**src/logic/rv_pkg.sv**
```systemverilog
package rv_pkg;

	// data, address and instruction word.
	typedef logic [31:0] word_t;

	// rv32e register index, 16 registers.
	typedef logic [3:0] reg_idx_t;

	localparam int kind_count = 9;

	// one-hot decoded instruction kind.
	typedef logic [kind_count-1:0] inst_kind_t;

	localparam int kind_lui   = 0;
	localparam int kind_auipc = 1;
	localparam int kind_jal   = 2;
	localparam int kind_jalr  = 3;
	localparam int kind_beq   = 4;
	localparam int kind_lw    = 5;
	localparam int kind_sw    = 6;
	localparam int kind_addi  = 7;
	localparam int kind_add   = 8;

endpackage

```
**src/logic/fetch_unit.sv**
```systemverilog
`timescale 1ns/1ps

module fetch_unit (
	input  logic          clock,
	input  logic          reset,
	input  logic          fetch_ready,
	input  logic          redirect,
	input  rv_pkg::word_t redirect_pc,
	output rv_pkg::word_t imem_addr,
	output rv_pkg::word_t fetch_pc,
	output logic          fetch_valid
);
	import rv_pkg::*;

	word_t pc_q;

	always_ff @(posedge clock) begin
		if (reset) begin
			pc_q        <= '0;
			fetch_valid <= 1'b0;
		end else begin
			fetch_valid <= 1'b1;
			// a redirect wins over a normal advance.
			if (redirect) begin
				pc_q <= redirect_pc;
			end else if (fetch_valid && fetch_ready) begin
				pc_q <= pc_q + 32'd4;
			end
		end
	end

	assign imem_addr = pc_q;
	assign fetch_pc  = pc_q;

endmodule

```
**src/logic/reg_file.sv**
```systemverilog
`timescale 1ns/1ps

module reg_file (
	input  logic             clock,
	input  logic             reset,
	input  rv_pkg::reg_idx_t rs1,
	input  rv_pkg::reg_idx_t rs2,
	output rv_pkg::word_t    rdata1,
	output rv_pkg::word_t    rdata2,
	input  logic             wen,
	input  rv_pkg::reg_idx_t waddr,
	input  rv_pkg::word_t    wdata
);
	import rv_pkg::*;

	localparam int reg_count = 2 ** $bits(reg_idx_t);

	word_t regs [reg_count];

	// x0 is cleared by reset and never written, so it reads as zero.
	always_ff @(posedge clock) begin
		if (reset) begin
			for (int i = 0; i < reg_count; i++) begin
				regs[i] <= '0;
			end
		end else if (wen && waddr != '0) begin
			regs[waddr] <= wdata;
		end
	end

	assign rdata1 = regs[rs1];
	assign rdata2 = regs[rs2];

endmodule

```
**src/logic/decode_stage.sv**
```systemverilog
`timescale 1ns/1ps

module decode_stage (
	input  logic               clock,
	input  logic               reset,
	input  rv_pkg::word_t      inst,
	input  rv_pkg::word_t      fetch_pc,
	input  logic               fetch_valid,
	output logic               fetch_ready,
	output rv_pkg::reg_idx_t   rs1,
	output rv_pkg::reg_idx_t   rs2,
	input  rv_pkg::word_t      src1,
	input  rv_pkg::word_t      src2,
	input  rv_pkg::reg_idx_t   exu_rd,
	input  logic               exu_reg_wen,
	input  logic               wb_valid,
	input  logic               exu_ready,
	input  logic               redirect,
	input  rv_pkg::word_t      wb_val,
	output logic               exu_valid,
	output rv_pkg::word_t      pc,
	output rv_pkg::inst_kind_t kind,
	output logic [2:0]         funct3,
	output rv_pkg::reg_idx_t   rd,
	output logic               reg_wen,
	output rv_pkg::word_t      imm,
	output rv_pkg::word_t      op_a,
	output rv_pkg::word_t      op_b
);
	import rv_pkg::*;

	localparam int fmt_r = 0;
	localparam int fmt_i = 1;
	localparam int fmt_s = 2;
	localparam int fmt_b = 3;
	localparam int fmt_u = 4;
	localparam int fmt_j = 5;

	logic [4:0] opcode;
	inst_kind_t kind_d;
	logic [5:0] fmt;
	reg_idx_t   rd_d;
	logic       reg_wen_d;
	word_t      imm_d;
	logic       need_rs1;
	logic       need_rs2;
	logic       rs1_exu_hit;
	logic       rs2_exu_hit;
	logic       rs1_dec_hit;
	logic       rs2_dec_hit;
	logic       raw_hazard;
	logic       accept;
	word_t      fwd1;
	word_t      fwd2;

	// rv32e keeps only the low four bits of each register field.
	assign opcode = inst[6:2];
	assign rs1    = inst[18:15];
	assign rs2    = inst[23:20];
	assign rd_d   = inst[10:7];

	always_comb begin
		kind_d = '0;
		if (inst[1:0] == 2'b11) begin
			case (opcode)
				5'b01101: kind_d[kind_lui]   = 1'b1;
				5'b00101: kind_d[kind_auipc] = 1'b1;
				5'b11011: kind_d[kind_jal]   = 1'b1;
				5'b11001: kind_d[kind_jalr]  = 1'b1;
				5'b11000: kind_d[kind_beq]   = 1'b1;
				5'b00000: kind_d[kind_lw]    = 1'b1;
				5'b01000: kind_d[kind_sw]    = 1'b1;
				5'b00100: kind_d[kind_addi]  = 1'b1;
				5'b01100: kind_d[kind_add]   = 1'b1;
				default: kind_d = '0;
			endcase
		end
	end

	assign fmt[fmt_r] = kind_d[kind_add];
	assign fmt[fmt_i] = kind_d[kind_jalr] | kind_d[kind_lw] | kind_d[kind_addi];
	assign fmt[fmt_s] = kind_d[kind_sw];
	assign fmt[fmt_b] = kind_d[kind_beq];
	assign fmt[fmt_u] = kind_d[kind_lui] | kind_d[kind_auipc];
	assign fmt[fmt_j] = kind_d[kind_jal];

	// writes to x0 are dropped here, so later stages never see them.
	assign reg_wen_d = (fmt[fmt_r] | fmt[fmt_i] | fmt[fmt_u] | fmt[fmt_j]) & (rd_d != '0);

	always_comb begin
		imm_d = '0;
		if (fmt[fmt_i]) begin
			imm_d = {{20{inst[31]}}, inst[31:20]};
		end else if (fmt[fmt_s]) begin
			imm_d = {{20{inst[31]}}, inst[31:25], inst[11:7]};
		end else if (fmt[fmt_b]) begin
			imm_d = {{19{inst[31]}}, inst[31], inst[7], inst[30:25], inst[11:8], 1'b0};
		end else if (fmt[fmt_u]) begin
			imm_d = {inst[31:12], 12'b0};
		end else if (fmt[fmt_j]) begin
			imm_d = {{11{inst[31]}}, inst[31], inst[19:12], inst[20], inst[30:21], 1'b0};
		end
	end

	assign need_rs2 = fmt[fmt_r] | fmt[fmt_s] | fmt[fmt_b];
	assign need_rs1 = need_rs2 | fmt[fmt_i];

	// the instruction in execute either retires now or is still pending.
	assign rs1_exu_hit = exu_reg_wen & need_rs1 & (exu_rd == rs1);
	assign rs2_exu_hit = exu_reg_wen & need_rs2 & (exu_rd == rs2);
	assign rs1_dec_hit = exu_valid & reg_wen & need_rs1 & (rd == rs1);
	assign rs2_dec_hit = exu_valid & reg_wen & need_rs2 & (rd == rs2);

	// a retiring producer forwards, a pending one stalls.
	assign raw_hazard = (~wb_valid & (rs1_exu_hit | rs2_exu_hit)) | rs1_dec_hit | rs2_dec_hit;

	assign fetch_ready = ~raw_hazard & (exu_ready | ~exu_valid);
	assign accept      = fetch_valid & fetch_ready;

	assign fwd1 = rs1_exu_hit ? wb_val : src1;
	assign fwd2 = rs2_exu_hit ? wb_val : src2;

	always_ff @(posedge clock) begin
		if (reset) begin
			exu_valid <= 1'b0;
		end else begin
			exu_valid <= ((exu_valid & ~exu_ready) | accept) & ~redirect;
		end
	end

	always_ff @(posedge clock) begin
		if (accept) begin
			pc      <= fetch_pc;
			kind    <= kind_d;
			funct3  <= inst[14:12];
			rd      <= rd_d;
			reg_wen <= reg_wen_d;
			imm     <= imm_d;
			op_a    <= fwd1;
			op_b    <= fwd2;
		end
	end

endmodule

```
**src/logic/data_ram.sv**
```systemverilog
`timescale 1ns/1ps

module data_ram #(
	parameter int ram_words = 64
) (
	input  logic                         clock,
	input  logic                         wen,
	input  logic [$clog2(ram_words)-1:0] addr,
	input  rv_pkg::word_t                wdata,
	output rv_pkg::word_t                rdata
);
	import rv_pkg::*;

	word_t mem [ram_words];

	always_ff @(posedge clock) begin
		if (wen) begin
			mem[addr] <= wdata;
		end
	end

	// read data appears one cycle after the address.
	always_ff @(posedge clock) begin
		rdata <= mem[addr];
	end

endmodule

```
**src/logic/execute_stage.sv**
```systemverilog
`timescale 1ns/1ps

module execute_stage #(
	parameter int ram_words = 64
) (
	input  logic               clock,
	input  logic               reset,
	input  logic               exu_valid,
	output logic               exu_ready,
	input  rv_pkg::word_t      pc,
	input  rv_pkg::inst_kind_t kind,
	input  logic [2:0]         funct3,
	input  rv_pkg::reg_idx_t   rd,
	input  logic               reg_wen,
	input  rv_pkg::word_t      imm,
	input  rv_pkg::word_t      op_a,
	input  rv_pkg::word_t      op_b,
	output rv_pkg::reg_idx_t   exu_rd,
	output logic               exu_reg_wen,
	output logic               wb_valid,
	output rv_pkg::reg_idx_t   wb_rd,
	output rv_pkg::word_t      wb_val,
	output logic               redirect,
	output rv_pkg::word_t      redirect_pc
);
	import rv_pkg::*;

	localparam int ram_aw = $clog2(ram_words);

	typedef enum logic {
		st_idle,
		st_mem_wait
	} ex_state_t;

	ex_state_t         state;
	logic              ex_valid;
	word_t             ex_pc;
	inst_kind_t        ex_kind;
	logic [2:0]        ex_funct3;
	reg_idx_t          ex_rd;
	logic              ex_reg_wen;
	word_t             ex_imm;
	word_t             ex_op_a;
	word_t             ex_op_b;
	logic              is_mem;
	logic              mem_first;
	logic              taken;
	word_t             sum;
	word_t             link;
	word_t             target;
	word_t             word_index;
	word_t             ram_rdata;
	logic [ram_aw-1:0] ram_addr;
	logic              ram_wen;

	// the instruction is held while exu_ready is low.
	always_ff @(posedge clock) begin
		if (reset) begin
			ex_valid <= 1'b0;
		end else if (exu_ready) begin
			ex_valid <= exu_valid & ~redirect;
		end
	end

	always_ff @(posedge clock) begin
		if (exu_valid && exu_ready) begin
			ex_pc      <= pc;
			ex_kind    <= kind;
			ex_funct3  <= funct3;
			ex_rd      <= rd;
			ex_reg_wen <= reg_wen;
			ex_imm     <= imm;
			ex_op_a    <= op_a;
			ex_op_b    <= op_b;
		end
	end

	assign is_mem    = ex_kind[kind_lw] | ex_kind[kind_sw];
	assign mem_first = ex_valid & is_mem & (state == st_idle);

	always_ff @(posedge clock) begin
		if (reset) begin
			state <= st_idle;
		end else begin
			case (state)
				st_idle:     state <= mem_first ? st_mem_wait : st_idle;
				st_mem_wait: state <= st_idle;
				default:     state <= st_idle;
			endcase
		end
	end

	// sum doubles as the load/store address and the jalr target.
	assign sum    = ex_op_a + (ex_kind[kind_add] ? ex_op_b : ex_imm);
	assign link   = ex_pc + 32'd4;
	assign target = ex_pc + ex_imm;

	assign word_index = sum >> 2;
	assign ram_addr   = ram_aw'(word_index % ram_words);
	assign ram_wen    = mem_first & ex_kind[kind_sw];

	data_ram #(
		.ram_words(ram_words)
	) u_data_ram (
		.clock(clock),
		.wen  (ram_wen),
		.addr (ram_addr),
		.wdata(ex_op_b),
		.rdata(ram_rdata)
	);

	assign exu_ready = ~mem_first;
	assign wb_valid  = ex_valid & (~is_mem | (state == st_mem_wait));

	assign exu_rd      = ex_rd;
	assign exu_reg_wen = ex_valid & ex_reg_wen;
	assign wb_rd       = ex_rd;

	always_comb begin
		if (ex_kind[kind_lui]) begin
			wb_val = ex_imm;
		end else if (ex_kind[kind_auipc]) begin
			wb_val = target;
		end else if (ex_kind[kind_jal] | ex_kind[kind_jalr]) begin
			wb_val = link;
		end else if (ex_kind[kind_lw]) begin
			wb_val = ram_rdata;
		end else begin
			wb_val = sum;
		end
	end

	// only funct3 000 is beq, other branch forms fall through.
	assign taken       = ex_kind[kind_beq] & (ex_funct3 == 3'b000) & (ex_op_a == ex_op_b);
	assign redirect    = wb_valid & (ex_kind[kind_jal] | ex_kind[kind_jalr] | taken);
	assign redirect_pc = ex_kind[kind_jalr] ? {sum[31:1], 1'b0} : target;

endmodule

```
**src/logic/core_top.sv**
```systemverilog
`timescale 1ns/1ps

module core_top #(
	parameter int ram_words = 64
) (
	input  logic             clock,
	input  logic             reset,
	output rv_pkg::word_t    imem_addr,
	input  rv_pkg::word_t    imem_data,
	output logic             retire_valid,
	output rv_pkg::reg_idx_t retire_rd,
	output rv_pkg::word_t    retire_val
);
	import rv_pkg::*;

	word_t      fetch_pc;
	logic       fetch_valid;
	logic       fetch_ready;
	reg_idx_t   rs1;
	reg_idx_t   rs2;
	word_t      src1;
	word_t      src2;
	logic       exu_valid;
	logic       exu_ready;
	word_t      dec_pc;
	inst_kind_t kind;
	logic [2:0] funct3;
	reg_idx_t   rd;
	logic       reg_wen;
	word_t      imm;
	word_t      op_a;
	word_t      op_b;
	reg_idx_t   exu_rd;
	logic       exu_reg_wen;
	logic       wb_valid;
	reg_idx_t   wb_rd;
	word_t      wb_val;
	logic       wb_wen;
	logic       redirect;
	word_t      redirect_pc;

	fetch_unit u_fetch (
		.clock      (clock),
		.reset      (reset),
		.fetch_ready(fetch_ready),
		.redirect   (redirect),
		.redirect_pc(redirect_pc),
		.imem_addr  (imem_addr),
		.fetch_pc   (fetch_pc),
		.fetch_valid(fetch_valid)
	);

	decode_stage u_decode (
		.clock      (clock),
		.reset      (reset),
		.inst       (imem_data),
		.fetch_pc   (fetch_pc),
		.fetch_valid(fetch_valid),
		.fetch_ready(fetch_ready),
		.rs1        (rs1),
		.rs2        (rs2),
		.src1       (src1),
		.src2       (src2),
		.exu_rd     (exu_rd),
		.exu_reg_wen(exu_reg_wen),
		.wb_valid   (wb_valid),
		.exu_ready  (exu_ready),
		.redirect   (redirect),
		.wb_val     (wb_val),
		.exu_valid  (exu_valid),
		.pc         (dec_pc),
		.kind       (kind),
		.funct3     (funct3),
		.rd         (rd),
		.reg_wen    (reg_wen),
		.imm        (imm),
		.op_a       (op_a),
		.op_b       (op_b)
	);

	// stores and no-ops retire without a register write.
	assign wb_wen = wb_valid & exu_reg_wen;

	reg_file u_regs (
		.clock (clock),
		.reset (reset),
		.rs1   (rs1),
		.rs2   (rs2),
		.rdata1(src1),
		.rdata2(src2),
		.wen   (wb_wen),
		.waddr (wb_rd),
		.wdata (wb_val)
	);

	execute_stage #(
		.ram_words(ram_words)
	) u_execute (
		.clock      (clock),
		.reset      (reset),
		.exu_valid  (exu_valid),
		.exu_ready  (exu_ready),
		.pc         (dec_pc),
		.kind       (kind),
		.funct3     (funct3),
		.rd         (rd),
		.reg_wen    (reg_wen),
		.imm        (imm),
		.op_a       (op_a),
		.op_b       (op_b),
		.exu_rd     (exu_rd),
		.exu_reg_wen(exu_reg_wen),
		.wb_valid   (wb_valid),
		.wb_rd      (wb_rd),
		.wb_val     (wb_val),
		.redirect   (redirect),
		.redirect_pc(redirect_pc)
	);

	assign retire_valid = wb_wen;
	assign retire_rd    = wb_rd;
	assign retire_val   = wb_val;

endmodule

```
**config.mk**
```make
export PLATFORM = sky130hd
export DESIGN_NAME = core_top
export DESIGN_NICKNAME = d
export VERILOG_FILES = /design/src/logic/rv_pkg.sv /design/src/logic/fetch_unit.sv /design/src/logic/reg_file.sv /design/src/logic/decode_stage.sv /design/src/logic/data_ram.sv /design/src/logic/execute_stage.sv /design/src/logic/core_top.sv
export SDC_FILE = /design/constraint.sdc
export NUM_CORES = 2
export LEC_CHECK = 0
export BUFFER_PORTS_ARGS = -buffer_cell sky130_fd_sc_hd__buf_2
export CAP_MARGIN = 5
export CORE_UTILIZATION = 30
export CTS_CLUSTER_SIZE = 30
export DETAILED_ROUTE_END_ITERATION = 10
export SETUP_SLACK_MARGIN = 0.02
export SYNTH_ARGS = -nofsm -noshare
export SYNTH_HDL_FRONTEND = slang
export SYNTH_SLANG_ARGS = --single-unit
```
**constraint.sdc**
```tcl
create_clock -name clock -period 7.5 [get_ports clock]
set_input_delay 0.75 -clock clock [delete_from_list [all_inputs] [get_ports clock]]
set_output_delay 0.75 -clock clock [all_outputs]
set_load 0.05 [all_outputs]
```
==> impl_metrics.ini <==
[setup_path]
r2r_cells = 13
crit_path_max_fanout = 27
worst-endpoint-required_ns = 8.25
path_class = register to register
arrival_ns = 7.26
r2r-end = u_execute.u_data_ram.rdata[26]$_DFF_P_
rrSetupSlack_ns = 0.99
path_cells = buf_4 -> mux2_2 -> ha_1 -> nor3_1 -> nor2_1 -> o31ai_4 -> xnor2_1 -> nand2_1 -> buf_4 -> nor2_1 -> o21ai_0 -> nand4_1 -> or3_1
slowest_delay_ns = 0.89
r2r-start = u_execute.ex_kind[8]$_DFFE_PP_
crit_family = simple AND/OR/NAND/NOR gates
slowest_stage = nand4_1
cp-end-kind = register
start_kind = register
worst-path-buf-inv = 2

[clocking]
cts_made_buffers = 295
cts_root_buffer = clkbuf_16
cts_tree = built
postCtsSetupBuffers = 0
ctsHoldBuffers = 0
clock_path_buffers = 4
clock_latency_ns = 0.92
cts_resized = 0
clk_pin_slew_ns = 0.06
cts_sinks = 2916
htreeDepth = 5

[power_and_ir_drop]
peakVddDrop_mv = 0.2041
seq_power_share_pct = 46.2
p_leak_nw = 47.21
cell_internal_pwr_mw = 28.71
p_comb_share_pct = 17.5
p_per_area_nw_per_um2 = 287.6
power.total_mw = 40.53
switchingPower_mw = 11.82
swShare_pct = 29.17
p_clk_share_pct = 36.3

[logic_synthesis]
synth_edf_count = 2848
synthDistinctLibCells = 103
netlist_area_um2 = 122500
synth_flop_cell = edfxtp_1
yosys-top-cells-count = edfxtp_1, nand2_1, nor2_1, a21oi_1, mux2i_1
synthTopCellsByArea = edfxtp_1, mux4_2, mux2i_1
syn_inst = 8065
synth_top_area_share_pct = 69.81
synth-seq-area-share_pct = 70.93
yosysTopAreaCell = edfxtp_1
avgSynthCellArea_um2 = 15.19
synth.most_common_cell = edfxtp_1
ys_ff_latch = 2916
synthArstFlopShare_pct = 0
synth_warnings = 0

[finish]
area_delta_synth_final_pct = 15.02
drive_gt1_share_pct = 16.85
nets = 8383
fin_cells = 13948
post-route-util_pct = 34.67

[hold_path]
hold_depth = 1
hold_path_class = input pin to register
hold_start = imem_data[10]
min_to = u_decode.rd[3]$_DFFE_PP_

[place]
place_congestion = 0.9412
io_buffer_count = 102
place_inst = 13409
hpwl_um = 262000

[die]
initial_utilization_pct = 30.14
die-area_um2 = 410900
ios = 103
die_y_um = 641.0
rows = 234
core_area_um2 = 406400
die_w_um = 641.0

[sta]
period_minus_slack_ns = 6.509
rsz0062_at_grt = no
setup_viol_count_final = 0
fmax_ghz = 0.1536
fin_crit_sh_pct = 86.79
tns_ns = 0
hold_viol_final = 0
worstMarginPinSlew_ns = 1.375
clock_skew_ns = 0.1127
slew_viol_final = 0
max-slew-margin-rel_pct = 6.858

[global_routing]
grt_pass1_vias = 74903
grt_pass1_wl_um = 590000
grt.total_usage_pct = 20.16
antenna_found_initial = 38
grt_max_degree = 123
overflow = 0

[detailed_routing]
dr.pass1.iters = 7
wirelength_um = 427100
drcViolationCount = 0
vias_per_cell = 5.569
via_count = 77682
ant_nets = 0
wl_per_cell_um = 30.62
drt_iter0_markers = 11927

[status]
status = complete, no violations

[job]
maxCapViolations = 0
==> final cells by class <==
class	instances	area [µm²]
clock inverter	156	1539
clock buffer	363	7878
antenna	15	37.54
multi-input combinational	4572	34200
timing repair buffer	438	3346
inverter	60	225.2
tap	5428	6792
sequential	2916	86880
fill	38779	265500
==> cells in the final DEF (no fill, tap or decap), drive strengths merged, types with 20 or more instances in the layout <==
cell type,instances
dfxtp,68
o211ai,30
a211oi,38
nand2,921
a21o,42
buf,433
conb,32
nand4,55
nor4,84
mux4,344
clkinv,112
a221oi,80
xnor2,92
inv,69
or4,25
nor2,698
xor2,73
a31oi,20
and3,29
mux2,40
mux2i,434
a22oi,151
a21oi,461
edfxtp,2848
clkbuf,368
nand3,62
o21ai,234
bufinv,27
o22ai,218
ha,64
nor3,62
==> power groups by stage <==
stage | Clock [mW] | Sequential (mW) | Combinational, mW
2_1_floorplan | 0 | 18.8 | 3.72
3_3_place_gp | 0 | 19.0 | 6.91
3_5_place_dp | 0 | 19.0 | 6.94
4_1_cts | 14.9 | 18.7 | 6.96
5_1_grt | 15.5 | 18.7 | 7.30
6_report | 14.7 | 18.7 | 7.11
==> how the worst max path moves through the flow <==
| stage | start | end | slack, ns | cells past startpoint |
|---|---|---|---|---|
| after global placement | u_execute.ex_kind[8]$_DFFE_PP_ | u_execute.u_data_ram.rdata[26]$_DFF_P_ | 1.37 | 13 |
| after detailed placement | u_execute.ex_kind[8]$_DFFE_PP_ | u_execute.u_data_ram.rdata[26]$_DFF_P_ | 1.40 | 13 |
| after floorplan | u_execute.ex_op_b[0]$_DFFE_PP_ | u_execute.u_data_ram.mem[15][0]$_DFFE_PP_ | 2.05 | 13 |
| final | u_execute.ex_kind[8]$_DFFE_PP_ | u_execute.u_data_ram.rdata[26]$_DFF_P_ | 0.99 | 13 |
| after global routing | u_execute.ex_kind[8]$_DFFE_PP_ | retire_val[10] | 0.78 | 14 |
| after CTS | u_execute.ex_kind[8]$_DFFE_PP_ | retire_val[10] | 0.98 | 14 |
==> per-stage QoR <==
step	hold slack (ns)	area [µm²]	setup WS, ns
finish	0.1637	140900	0.9908
global route	0.1364	140900	0.7777
CTS	0.1115	140800	0.9808
detailed placement	0.4045	131400	1.399
global placement	0.4009	131400	1.373
floorplan	0.4003	122600	2.049
==> kinds of logic after synthesis <==
logic type	synth area share, %
adders and majority gates	0.6864
xor gates and xnor gates	1.186
other	0.003061
AOI/OAI and AO/OA	7.748
buffers and inverters	2.111
muxes	10.24
DFF	70.93
and+or+nand+nor	7.102
==> layer usage <==
metal	GRT usage (%)	wire (µm)
met1	26.51	162800
met4	7.820	18580
met5	0	86
met3	4.870	47890
met2	32.10	197700
==> sequential cells by signal (all words and copies together), names as in the netlist, 3 cells and up <==
| signal | count |
|---|---|
| u_decode.op_a | 32 |
| u_execute.ex_funct3 | 3 |
| u_decode.imm | 32 |
| u_decode.funct3 | 3 |
| u_execute.ex_pc | 32 |
| u_decode.rd | 4 |
| u_decode.op_b | 32 |
| u_execute.ex_imm | 32 |
| u_decode.kind | 8 |
| u_execute.u_data_ram.rdata | 32 |
| u_regs.regs | 512 |
| u_execute.ex_op_b | 32 |
| u_decode.pc | 32 |
| u_execute.ex_kind | 8 |
| u_execute.u_data_ram.mem | 2048 |
| u_execute.exu_rd | 4 |
| u_execute.ex_op_a | 32 |
| u_fetch.fetch_pc | 32 |
(Power assumes the default switching activity.)
